$ cat config.mk
export PLATFORM = sky130hd
export DESIGN_NAME = snd_path_top
export DESIGN_NICKNAME = d
export VERILOG_FILES = /design/src/source/snd_pkg.sv /design/src/source/pcm_pole_filter.sv /design/src/source/chan_gain.sv /design/src/source/snd_mixer.sv /design/src/source/snd_path_top.sv
export SDC_FILE = /design/constraint.sdc
export NUM_CORES = 1
export LEC_CHECK = 0
export CAP_MARGIN = 20
export CORE_MARGIN = 5
export CORE_UTILIZATION = 55
export DETAILED_ROUTE_END_ITERATION = 8
export DONT_BUFFER_PORTS = 1
export PLACE_DENSITY_LB_ADDON = 0.08
export RECOVER_POWER = 100
export SLEW_MARGIN = 0
export SYNTH_ARGS = -nofsm -noshare
export SYNTH_HDL_FRONTEND = slang
export SYNTH_SLANG_ARGS = --single-unit
$ cat constraint.sdc
create_clock -name clk -period 6.8 [get_ports clk]
set_input_delay 1.36 -clock clk [delete_from_list [all_inputs] [get_ports clk]]
set_output_delay 1.36 -clock clk [all_outputs]
set_load 0.01 [all_outputs]
$ cat src/source/snd_pkg.sv
//********************************************************************
// Sound path package
// Sample widths, inter-stage frames, channel gains and the PCM pole
// coefficient shared by the filter, gain and mixer stages
//********************************************************************
package snd_pkg;

    localparam int SND_W    = 16;  // FM and mixed sample width
    localparam int PCM_W    = 9;   // ADPCM voice width
    localparam int SCALED_W = 18;  // Channel width after gain
    localparam int GAIN_W   = 8;   // 4.4 fixed point
    localparam int FRAC_BITS = 4;  // Fraction bits of gain and pole

    typedef logic signed [SND_W-1:0]    fm_sample_t;
    typedef logic signed [PCM_W-1:0]    pcm_sample_t;
    typedef logic signed [SCALED_W-1:0] scaled_t;
    typedef logic        [GAIN_W-1:0]   gain_t;

    // Output of the filter stage
    typedef struct packed {
        fm_sample_t  fm_left;
        fm_sample_t  fm_right;
        pcm_sample_t pcm;       // Low-pass filtered voice
    } filt_frame_t;

    // Output of the gain stage
    typedef struct packed {
        scaled_t ch_left;
        scaled_t ch_right;
        scaled_t ch_pcm;
    } scaled_frame_t;

    // One-pole low-pass, a = POLE_A/16, pole near 4 kHz
    localparam logic [FRAC_BITS-1:0] POLE_A = 4'd10;
    localparam logic [FRAC_BITS:0]   POLE_B = 5'd16 - {1'b0, POLE_A};  // 1 - a

    // Unity is 8'h10, so FM sits at half level
    localparam gain_t FM_GAIN = 8'h08;

    // Voice level selected by fxlevel
    localparam gain_t PCM_GAIN_TABLE [4] = '{8'h02, 8'h04, 8'h08, 8'h14};

    // Mono output limits
    localparam int SND_MAX = 32767;
    localparam int SND_MIN = -32768;

endpackage

$ cat src/source/pcm_pole_filter.sv
//********************************************************************
// PCM pole filter
// First stage of the sound path. Runs the ADPCM voice through a
// one-pole low-pass on each sample strobe and captures the FM pair
//********************************************************************
`timescale 1ns/1ps

module pcm_pole_filter import snd_pkg::*; (
    input  logic        clk,
    input  logic        rst,
    input  logic        sample,      // New FM and PCM values
    input  fm_sample_t  fm_left,
    input  fm_sample_t  fm_right,
    input  pcm_sample_t pcm_raw,
    output filt_frame_t filt,
    output logic        filt_valid
);

    pcm_sample_t pcm_state;
    pcm_sample_t pcm_next;
    fm_sample_t  fm_left_q;
    fm_sample_t  fm_right_q;

    // a*y[n-1] + (1-a)*x[n], both scaled by 16
    logic signed [PCM_W+4:0] acc;

    always_comb begin
        acc = pcm_state * $signed({1'b0, POLE_A})
            + pcm_raw * $signed(POLE_B);
        // Floor shift, result stays between old state and input
        pcm_next = acc[FRAC_BITS +: PCM_W];
    end

    // Filter state and strobe
    always_ff @(posedge clk, posedge rst) begin
        if (rst) begin
            pcm_state  <= '0;
            filt_valid <= 1'b0;
        end else begin
            filt_valid <= sample;
            if (sample) begin
                pcm_state <= pcm_next;
            end
        end
    end

    // FM pair is payload only
    always_ff @(posedge clk) begin
        if (sample) begin
            fm_left_q  <= fm_left;
            fm_right_q <= fm_right;
        end
    end

    assign filt = '{
        fm_left:  fm_left_q,
        fm_right: fm_right_q,
        pcm:      pcm_state
    };

    // Filter output is one cycle behind the strobe
    a_filt_valid_after_sample: assert property (
        @(posedge clk) disable iff (rst)
        filt_valid |-> $past(sample)
    ) else $error("filt_valid without a sample strobe one cycle earlier");

endmodule

$ cat src/source/chan_gain.sv
//********************************************************************
// Channel gain stage
// Picks the FM and PCM gains from the user options and scales the
// three channels by their 4.4 fixed point gain
//********************************************************************
`timescale 1ns/1ps

module chan_gain import snd_pkg::*; (
    input  logic          clk,
    input  logic          rst,
    input  filt_frame_t   filt,
    input  logic          filt_valid,
    input  logic [1:0]    fxlevel,     // Voice level option
    input  logic          enable_fm,
    input  logic          enable_psg,  // Voice channel enable
    output scaled_frame_t scaled,
    output logic          scaled_valid
);

    gain_t fm_gain;
    gain_t pcm_gain;

    // value * gain / 16, floor
    function automatic scaled_t scale(input fm_sample_t value, input gain_t gain);
        logic signed [SND_W+GAIN_W:0] prod;
        prod = value * $signed({1'b0, gain});
        return prod[FRAC_BITS +: SCALED_W];
    endfunction

    // Gains follow the options every cycle
    always_ff @(posedge clk, posedge rst) begin
        if (rst) begin
            fm_gain  <= '0;
            pcm_gain <= '0;
        end else begin
            fm_gain  <= enable_fm ? FM_GAIN : '0;
            pcm_gain <= enable_psg ? PCM_GAIN_TABLE[fxlevel] : '0;
        end
    end

    always_ff @(posedge clk, posedge rst) begin
        if (rst) begin
            scaled_valid <= 1'b0;
        end else begin
            scaled_valid <= filt_valid;
        end
    end

    // Scaled frame held until the next strobe
    always_ff @(posedge clk) begin
        if (filt_valid) begin
            scaled.ch_left  <= scale(filt.fm_left, fm_gain);
            scaled.ch_right <= scale(filt.fm_right, fm_gain);
            scaled.ch_pcm   <= scale(fm_sample_t'(filt.pcm), pcm_gain);  // Sign extended
        end
    end

    // One output strobe per filter strobe, one cycle later
    a_scaled_follows_filt: assert property (
        @(posedge clk) disable iff (rst)
        scaled_valid == $past(filt_valid)
    ) else $error("scaled_valid does not follow filt_valid by one cycle");

endmodule

$ cat src/source/snd_mixer.sv
//********************************************************************
// Sound mixer
// Sums the three scaled channels into one mono sample, clamps it to
// the signed 16-bit range and flags a clamped sample as a peak
//********************************************************************
`timescale 1ns/1ps

module snd_mixer import snd_pkg::*; (
    input  logic          clk,
    input  logic          rst,
    input  scaled_frame_t scaled,
    input  logic          scaled_valid,
    output fm_sample_t    snd,          // Mono output
    output logic          snd_valid,
    output logic          peak          // Last sample was clamped
);

    // Two extra bits hold the sum of three channels
    logic signed [SCALED_W+1:0] sum;
    fm_sample_t                 sat;
    logic                       clip;

    always_comb begin
        sum = scaled.ch_left + scaled.ch_right + scaled.ch_pcm;
        if (sum > SND_MAX) begin
            sat  = fm_sample_t'(SND_MAX);
            clip = 1'b1;
        end else if (sum < SND_MIN) begin
            sat  = fm_sample_t'(SND_MIN);
            clip = 1'b1;
        end else begin
            sat  = sum[SND_W-1:0];
            clip = 1'b0;
        end
    end

    always_ff @(posedge clk, posedge rst) begin
        if (rst) begin
            snd       <= '0;
            peak      <= 1'b0;
            snd_valid <= 1'b0;
        end else begin
            snd_valid <= scaled_valid;
            if (scaled_valid) begin
                snd  <= sat;
                peak <= clip;
            end
        end
    end

    // Output known whenever it is presented
    a_snd_known: assert property (
        @(posedge clk) disable iff (rst)
        snd_valid |-> !$isunknown({snd, peak})
    ) else $error("snd or peak unknown while snd_valid is high");

endmodule

$ cat src/source/snd_path_top.sv
//********************************************************************
// Sound path top level
// Filter, gain and mixer stages in a three-cycle pipeline from the
// FM and PCM samples to the mono output
//********************************************************************
`timescale 1ns/1ps

module snd_path_top import snd_pkg::*; (
    input  logic        clk,
    input  logic        rst,
    input  logic        sample,      // FM sample strobe
    input  fm_sample_t  fm_left,
    input  fm_sample_t  fm_right,
    input  pcm_sample_t pcm_raw,
    // User options
    input  logic [1:0]  fxlevel,
    input  logic        enable_fm,
    input  logic        enable_psg,
    // Mono output
    output fm_sample_t  snd,
    output logic        snd_valid,
    output logic        peak
);

    filt_frame_t   filt;
    logic          filt_valid;
    scaled_frame_t scaled;
    logic          scaled_valid;

    pcm_pole_filter u_filter (
        .clk        ( clk        ),
        .rst        ( rst        ),
        .sample     ( sample     ),
        .fm_left    ( fm_left    ),
        .fm_right   ( fm_right   ),
        .pcm_raw    ( pcm_raw    ),
        .filt       ( filt       ),
        .filt_valid ( filt_valid )
    );

    chan_gain u_gain (
        .clk          ( clk          ),
        .rst          ( rst          ),
        .filt         ( filt         ),
        .filt_valid   ( filt_valid   ),
        .fxlevel      ( fxlevel      ),
        .enable_fm    ( enable_fm    ),
        .enable_psg   ( enable_psg   ),
        .scaled       ( scaled       ),
        .scaled_valid ( scaled_valid )
    );

    snd_mixer u_mixer (
        .clk          ( clk          ),
        .rst          ( rst          ),
        .scaled       ( scaled       ),
        .scaled_valid ( scaled_valid ),
        .snd          ( snd          ),
        .snd_valid    ( snd_valid    ),
        .peak         ( peak         )
    );

endmodule

==> results.yml, run 1 <==
flow_run:
  maxCapViolCount: 3
die:
  core.rowCount: 43
  die_area_um2: 16400
  die-height_um: 128
  coreArea_um2: 13800
  io_pins: 66
  start_util: 0.555
  die_w_um: 128
route:
  drc: 0
  wire_per_inst_um: 15.2
  drtIter0Drc: 238
  antenna_left: 0
  num_vias: 4680
  drt-pass1-iter-count: 4
  wl_um: 13000
  routed_via_density: 5.45
timing:
  timing.fmax_mhz: 218
  setup_viol: 0
  period_share: 0.676
  fin_worst_skew_ns: 0.00952
  fin_tns_setup_ns: 0
  slew_violations: 73
  rsz0062_at_grt: "no"
  timing.final.crit_period_ns: 4.60
  worst_slack_ns: 2.20
  max_slew.worst_pin.slew_ns: 1.89
  relSlewSlack: -0.260
  hold_viol: 0
setup_path:
  path_class: "input pin to flip-flop"
  required_ns: 7.07
  path_cells: "ha_1 -> ha_1 -> inv_1 -> fa_1 -> nor2b_1 -> o21ai_0 -> a21boi_0 -> nor2_1 -> ha_1 -> or2_2 -> a21oi_1 -> a31oi_1 -> and4_1 -> a2111oi_0 -> xnor3_1 -> a21oi_1"
  worstSetupStartpointType: "input pin"
  critPathArrivalTime_ns: 4.87
  cp.buffers_inverters: 1
  cpMostUsedCell: "ha_1"
  path_delay_family: "compound AO/OA/AOI/OAI gates"
  end_kind: "flip-flop"
  cpPeakStageDelay_ns: 0.44
  critPathMaxFanout: 3
  cp_slowest_cell: "a2111oi_0"
cts:
  h-tree-depth: 3
  tritoncts: "built"
  ctsResizeCount: 0
  cts-buffers-inserted: 9
  insertion_delay_ns: 0.35
  path_clk_slew_ns: 0.08
  clock_sinks: 108
  cts_root_buffer: "clkbuf_16"
  post_cts_buffers: 0
  hold_buffers: 0
  clockBufferDepth: 2
final_layout:
  finalInstanceArea_um2: 8120
  fill_cells: 1199
  syn2layout_area_growth_pct: 6.22
  diodes: 0
  postLayoutCoreUtil: 0.589
  fin_nets: 857
  layout-drive-gt1-share: 0.0589
outcome:
  violations: "max-capacitance violations, max-slew violations"
  outcome: "finished, violations left"
synthesis:
  yosys_warnings: 0
  synth_area_um2: 7640
  synth-seq-cells: 108
  synth_nets: 854
  async_reset_ff_frac: 0.315
  synth_enable_flop_cells: 74
  ys.flop_type: "edfxtp_1"
  syn_avg_cell_area_um2: 11.4
  synth_cell_types: 62
  ys_seq_area_frac: 0.402
  synth_cells: 671
global_routing:
  antenna_found_initial: 0
  grt_pass1_wl_um: 22700
  grt_overflow: 0
  grt_pass1_vias: 4792
  grt_max_degree: 43
  grt.total_usage: 0.171
place:
  io_buffers: 0
  dp_hpwl_um: 10200
  place_area_um2: 7820
  pre_cts_ws_ns: 1.94
  routabilityCongestion: 0.812
power_and_ir_drop:
  p_leak_nw: 3.62
  ir_worst_vdd_mv: 0.283
  p_per_area_nw_per_um2: 477
min_path:
  hold_class: "flip-flop to flip-flop"
-- cell type report --
class	count	area [um2]	share of cell area
Clock buffer	10	229	0.0282
Sequential cell	108	3070	0.379
Tap cell	180	225	0.0277
Clock inverter	6	93.8	0.0116
Inverter	85	319	0.0393
Timing Repair Buffer	3	18.8	0.00231
Multi-Input combinational cell	467	4160	0.512
-- flip-flops by register name, summed over array words and instances, names as in the netlist, 4 cells and up --
signal	count
u_filter.fm_left_q	15
u_filter.fm_right_q	15
u_filter.pcm_state	9
u_gain.pcm_gain	4
u_gain.scaled	44
u_mixer.snd	16
-- cells by family (layout without fill, tap and decap cells) --
logic type      count (synthesis)  after routing  share of synthesized area
flops                         108            108                      0.402
buf+inv                        96            104                     0.0501
compound gates                113            113                      0.114
simple gates                  176            176                      0.120
mux                             9              9                     0.0146
xor+xnor                       34             34                     0.0408
fa+ha+maj                     135            135                      0.258
-- cells in the mapped netlist, types with 3 or more instances --
master | n | share of area
a21boi_0 | 4 | 0.0039
a31oi_1 | 5 | 0.0041
a21oi_1 | 23 | 0.015
nand3_1 | 9 | 0.0059
nor2b_1 | 5 | 0.0041
nor2_1 | 29 | 0.014
and3_1 | 5 | 0.0041
mux2_2 | 7 | 0.010
nand4_1 | 3 | 0.0025
o21ai_0 | 19 | 0.012
o21bai_1 | 3 | 0.0029
nand2b_1 | 5 | 0.0041
nor3_1 | 9 | 0.0059
ha_1 | 97 | 0.16
clkbuf_1 | 8 | 0.0039
xor2_1 | 14 | 0.016
buf_6 | 3 | 0.0044
xnor2_1 | 19 | 0.022
dfrtp_1 | 34 | 0.11
o21a_1 | 5 | 0.0049
edfxtp_1 | 74 | 0.29
fa_1 | 38 | 0.10
nand2_1 | 38 | 0.019
a211oi_1 | 3 | 0.0029
o221ai_1 | 3 | 0.0034
o221ai_2 | 9 | 0.018
and2_1 | 65 | 0.053
a21o_1 | 10 | 0.0098
inv_1 | 84 | 0.041
-- placed cells by master (no fill, tap or decap), types with 7 or more instances in the layout --
cell type	Yosys	routed
o21ai_0	19	21
inv_1	84	84
nand3_1	9	9
xnor2_1	19	19
mux2_2	7	7
nor3_1	9	9
clkbuf_16	0	9
nor2_1	29	29
o221ai_2	9	9
a21o_1	10	10
dfrtp_1	34	34
ha_1	97	97
fa_1	38	38
xor2_1	14	14
edfxtp_1	74	74
a21oi_1	23	24
and2_1	65	54
nand2_1	38	38
and2_0	0	11
-- stage by stage --
stage               power, mW  cells  hold WS, ns
finish                   3.87    859        0.524
global route             4.23    859        0.541
CTS                      3.92    858        0.528
detailed placement       3.33    842        0.512
global placement         3.27    842        0.506
floorplan                2.89    671        0.416
-- where the power goes --
part	total (mW)	switching, mW	internal [mW]	leakage, nW
combinational	2.27	1.23	1.04	2.34
clock	0.566	0.239	0.326	0.154
sequential	1.03	0.153	0.880	1.13
-- layer usage --
| metal | vias up | share of wire | global-route usage |
|---|---|---|---|
| met5 | - | 0 | 0 |
| met4 | 0 | 0.0079 | 0.0318 |
| met3 | 8 | 0.057 | 0.0313 |
| met2 | 89 | 0.46 | 0.273 |
| met1 | 2237 | 0.48 | 0.247 |
| li1 | 2346 | - | - |
-- worst paths after layout --
kind | startpoint | end | slack, ns | depth (start not counted)
max | pcm_raw[1] | u_filter.pcm_state[8] | 2.20 | 16
min | u_filter.fm_left_q[15] | u_gain.scaled[52] | 0.52 | 1
max reg2reg | u_gain.scaled[1] | u_mixer.snd[1] | 2.24 | 12
min reg2reg | u_filter.fm_left_q[15] | u_gain.scaled[52] | 0.52 | 1
max in group asynchronous | rst | u_gain.pcm_gain[4] | 4.14 | 2
min in group asynchronous | rst | u_mixer.snd[7] | 1.58 | 2
No activity file was read; power rests on OpenSTA's default activity.
==> run 2: changes to the inputs <==
==> constraint.sdc (replaced) <==
create_clock -name clk -period 4.15 [get_ports clk]
set_input_delay 0.83 -clock clk [delete_from_list [all_inputs] [get_ports clk]]
set_output_delay 0.83 -clock clk [all_outputs]
set_load 0.01 [all_outputs]
==> results.yml, run 2 (synthesis results as in run 1) <==
outcome:
  outcome: "finished, violations left"
  violations: "max-capacitance violations, max-slew violations"
setup_path:
  path_class: "flip-flop to flip-flop"
  r2r_slack_ns: 0.11
  reg2reg_depth: 15
  crit_path_start: "u_gain.pcm_gain[2]"
  worstSetupStartpointType: "flip-flop"
  required_ns: 4.30
  critPathMaxFanout: 6
  endpoint: "u_gain.scaled[12]"
  critPathArrivalTime_ns: 4.19
  rr_startpoint: "u_gain.pcm_gain[2]"
  end_kind: "flip-flop"
  reg2reg_to: "u_gain.scaled[12]"
route:
  antenna_left: 0
  drtIter0Drc: 155
  wl_um: 13500
  drt-pass1-iter-count: 5
  routed_via_density: 5.36
  num_vias: 4810
  wire_per_inst_um: 15.0
  drc: 0
final_layout:
  final_common_cell: "ha_1"
  largest_reg_flops: 44
  top_regs: "u_gain.scaled x44, u_mixer.snd x16"
  fin_nets: 895
  fill_cells: 1168
  syn2layout_area_growth_pct: 11.1
  registers.top_by_ff_count: "u_gain.scaled"
  layout-drive-gt1-share: 0.149
  diodes: 0
  stdcell_count: 897
  most-common-layout-cells: "ha_1 (92), inv_1 (81), edfxtp_1 (74)"
  postLayoutCoreUtil: 0.616
timing:
  relSlewSlack: -0.345
  period_share: 0.973
  worst_slack_ns: 0.113
  timing.fmax_mhz: 248
  setup_viol: 0
  fin_worst_skew_ns: 0.0118
  rsz0062_at_grt: "yes"
  hold_viol: 0
  max_slew.worst_pin.slew_ns: 2.02
  slew_violations: 72
  timing.final.crit_period_ns: 4.04
cts:
  insertion_delay_ns: 0.35
  cts_root_buffer: "clkbuf_16"
  path_clk_slew_ns: 0.08
  h-tree-depth: 3
  tritoncts: "built"
  cts-buffers-inserted: 9
  clockBufferDepth: 2
  clock_sinks: 108
global_routing:
  busiest_layer: "met2"
  grt_max_degree: 43
  grt_pass1_vias: 5022
  grt_overflow: 0
  use_met3: 0.0383
  antenna_found_initial: 0
  grt.total_usage: 0.177
  grt_pass1_wl_um: 23400
  met2_usage: 0.279
  use_met1: 0.252
die:
  core.rowCount: 43
  die-height_um: 128
  io_pins: 66
  coreArea_um2: 13800
  start_util: 0.555
  die_w_um: 128
  die_area_um2: 16400
flow_run:
  maxCapViolCount: 2
power_and_ir_drop:
  p_leak_nw: 3.78
  ir_worst_vdd_mv: 0.512
  p_per_area_nw_per_um2: 783
place:
  routabilityCongestion: 0.822
  dp.cells: 876
  dp_hpwl_um: 10400
  pre_cts_ws_ns: -0.216
  io_buffers: 0
min_path:
  hold_class: "input pin to flip-flop"
-- run 2: worst max-delay path: stages (launching register included) --
cell     delay, ns
dfrtp_2       0.46
and2_1        0.18
ha_1          0.31
fa_1          0.47
ha_1          0.30
inv_1         0.05
fa_1          0.54
inv_1         0.07
ha_1          0.29
a21o_1        0.19
a21oi_2       0.17
o21ai_0       0.10
a21oi_1       0.18
o21ai_0       0.13
and3_1        0.20
o41ai_2       0.22
-- run 2: metal layers --
| metal | routed length, um | vias up | part of all wire |
|---|---|---|---|
| met2 | 6090 | 104 | 0.45 |
| met4 | 117 | 0 | 0.0087 |
| met3 | 698 | 11 | 0.052 |
| met1 | 6560 | 2270 | 0.49 |
| met5 | 0 | - | 0 |
| li1 | - | 2425 | - |
-- run 2: through the flow --
| step | total power, mW | setup TNS [ns] | hold WS [ns] | cell area [um2] |
|---|---|---|---|---|
| global route | 7.30 | -0.123 | 0.489 | 8490 |
| floorplan | 4.73 | 0 | 0.416 | 7640 |
| global placement | 5.70 | -0.309 | 0.507 | 8070 |
| CTS | 6.64 | 0 | 0.493 | 8370 |
| detailed placement | 5.76 | -0.609 | 0.512 | 8070 |
| finish | 6.65 | 0 | 0.512 | 8490 |
-- run 2: layout make-up --
type                    count  area, um2  share of cell area
flip-flops and latches    108       3080               0.362
multi-input cells         467       4280               0.505
inverters                  85        319              0.0376
clock inverters             6       47.5             0.00560
well taps                 180        225              0.0265
repair buffers             41        297              0.0349
clock buffers              10        239              0.0282
-- run 2: how the worst min path moves through the flow --
stage	slack (ns)	cells after the start	startpoint	end
detailed placement	0.51	1	u_filter.fm_left_q[4]	u_gain.scaled[39]
global route	0.49	0	enable_fm	u_gain.fm_gain[3]
CTS	0.49	2	rst	u_filter.pcm_state[8]
finish	0.51	0	enable_fm	u_gain.fm_gain[3]
global placement	0.51	1	u_filter.fm_left_q[2]	u_gain.scaled[37]
floorplan	0.42	0	u_gain.scaled_valid	u_mixer.snd_valid
-- run 2: where the power goes --
group / total (mW) / internal [mW] / switching (mW)
registers: 1.65 / 1.44 / 0.206
logic: 4.17 / 2.00 / 2.17
clock network: 0.822 / 0.429 / 0.393
-- run 2: timing repair --
item | in CTS | in global routing
hold buffers | 0 | 0
buffers inserted | 0 | 5
setup endpoints to repair | 4 | 7
resized for setup | 5 | 27
pin swaps | 2 | 19
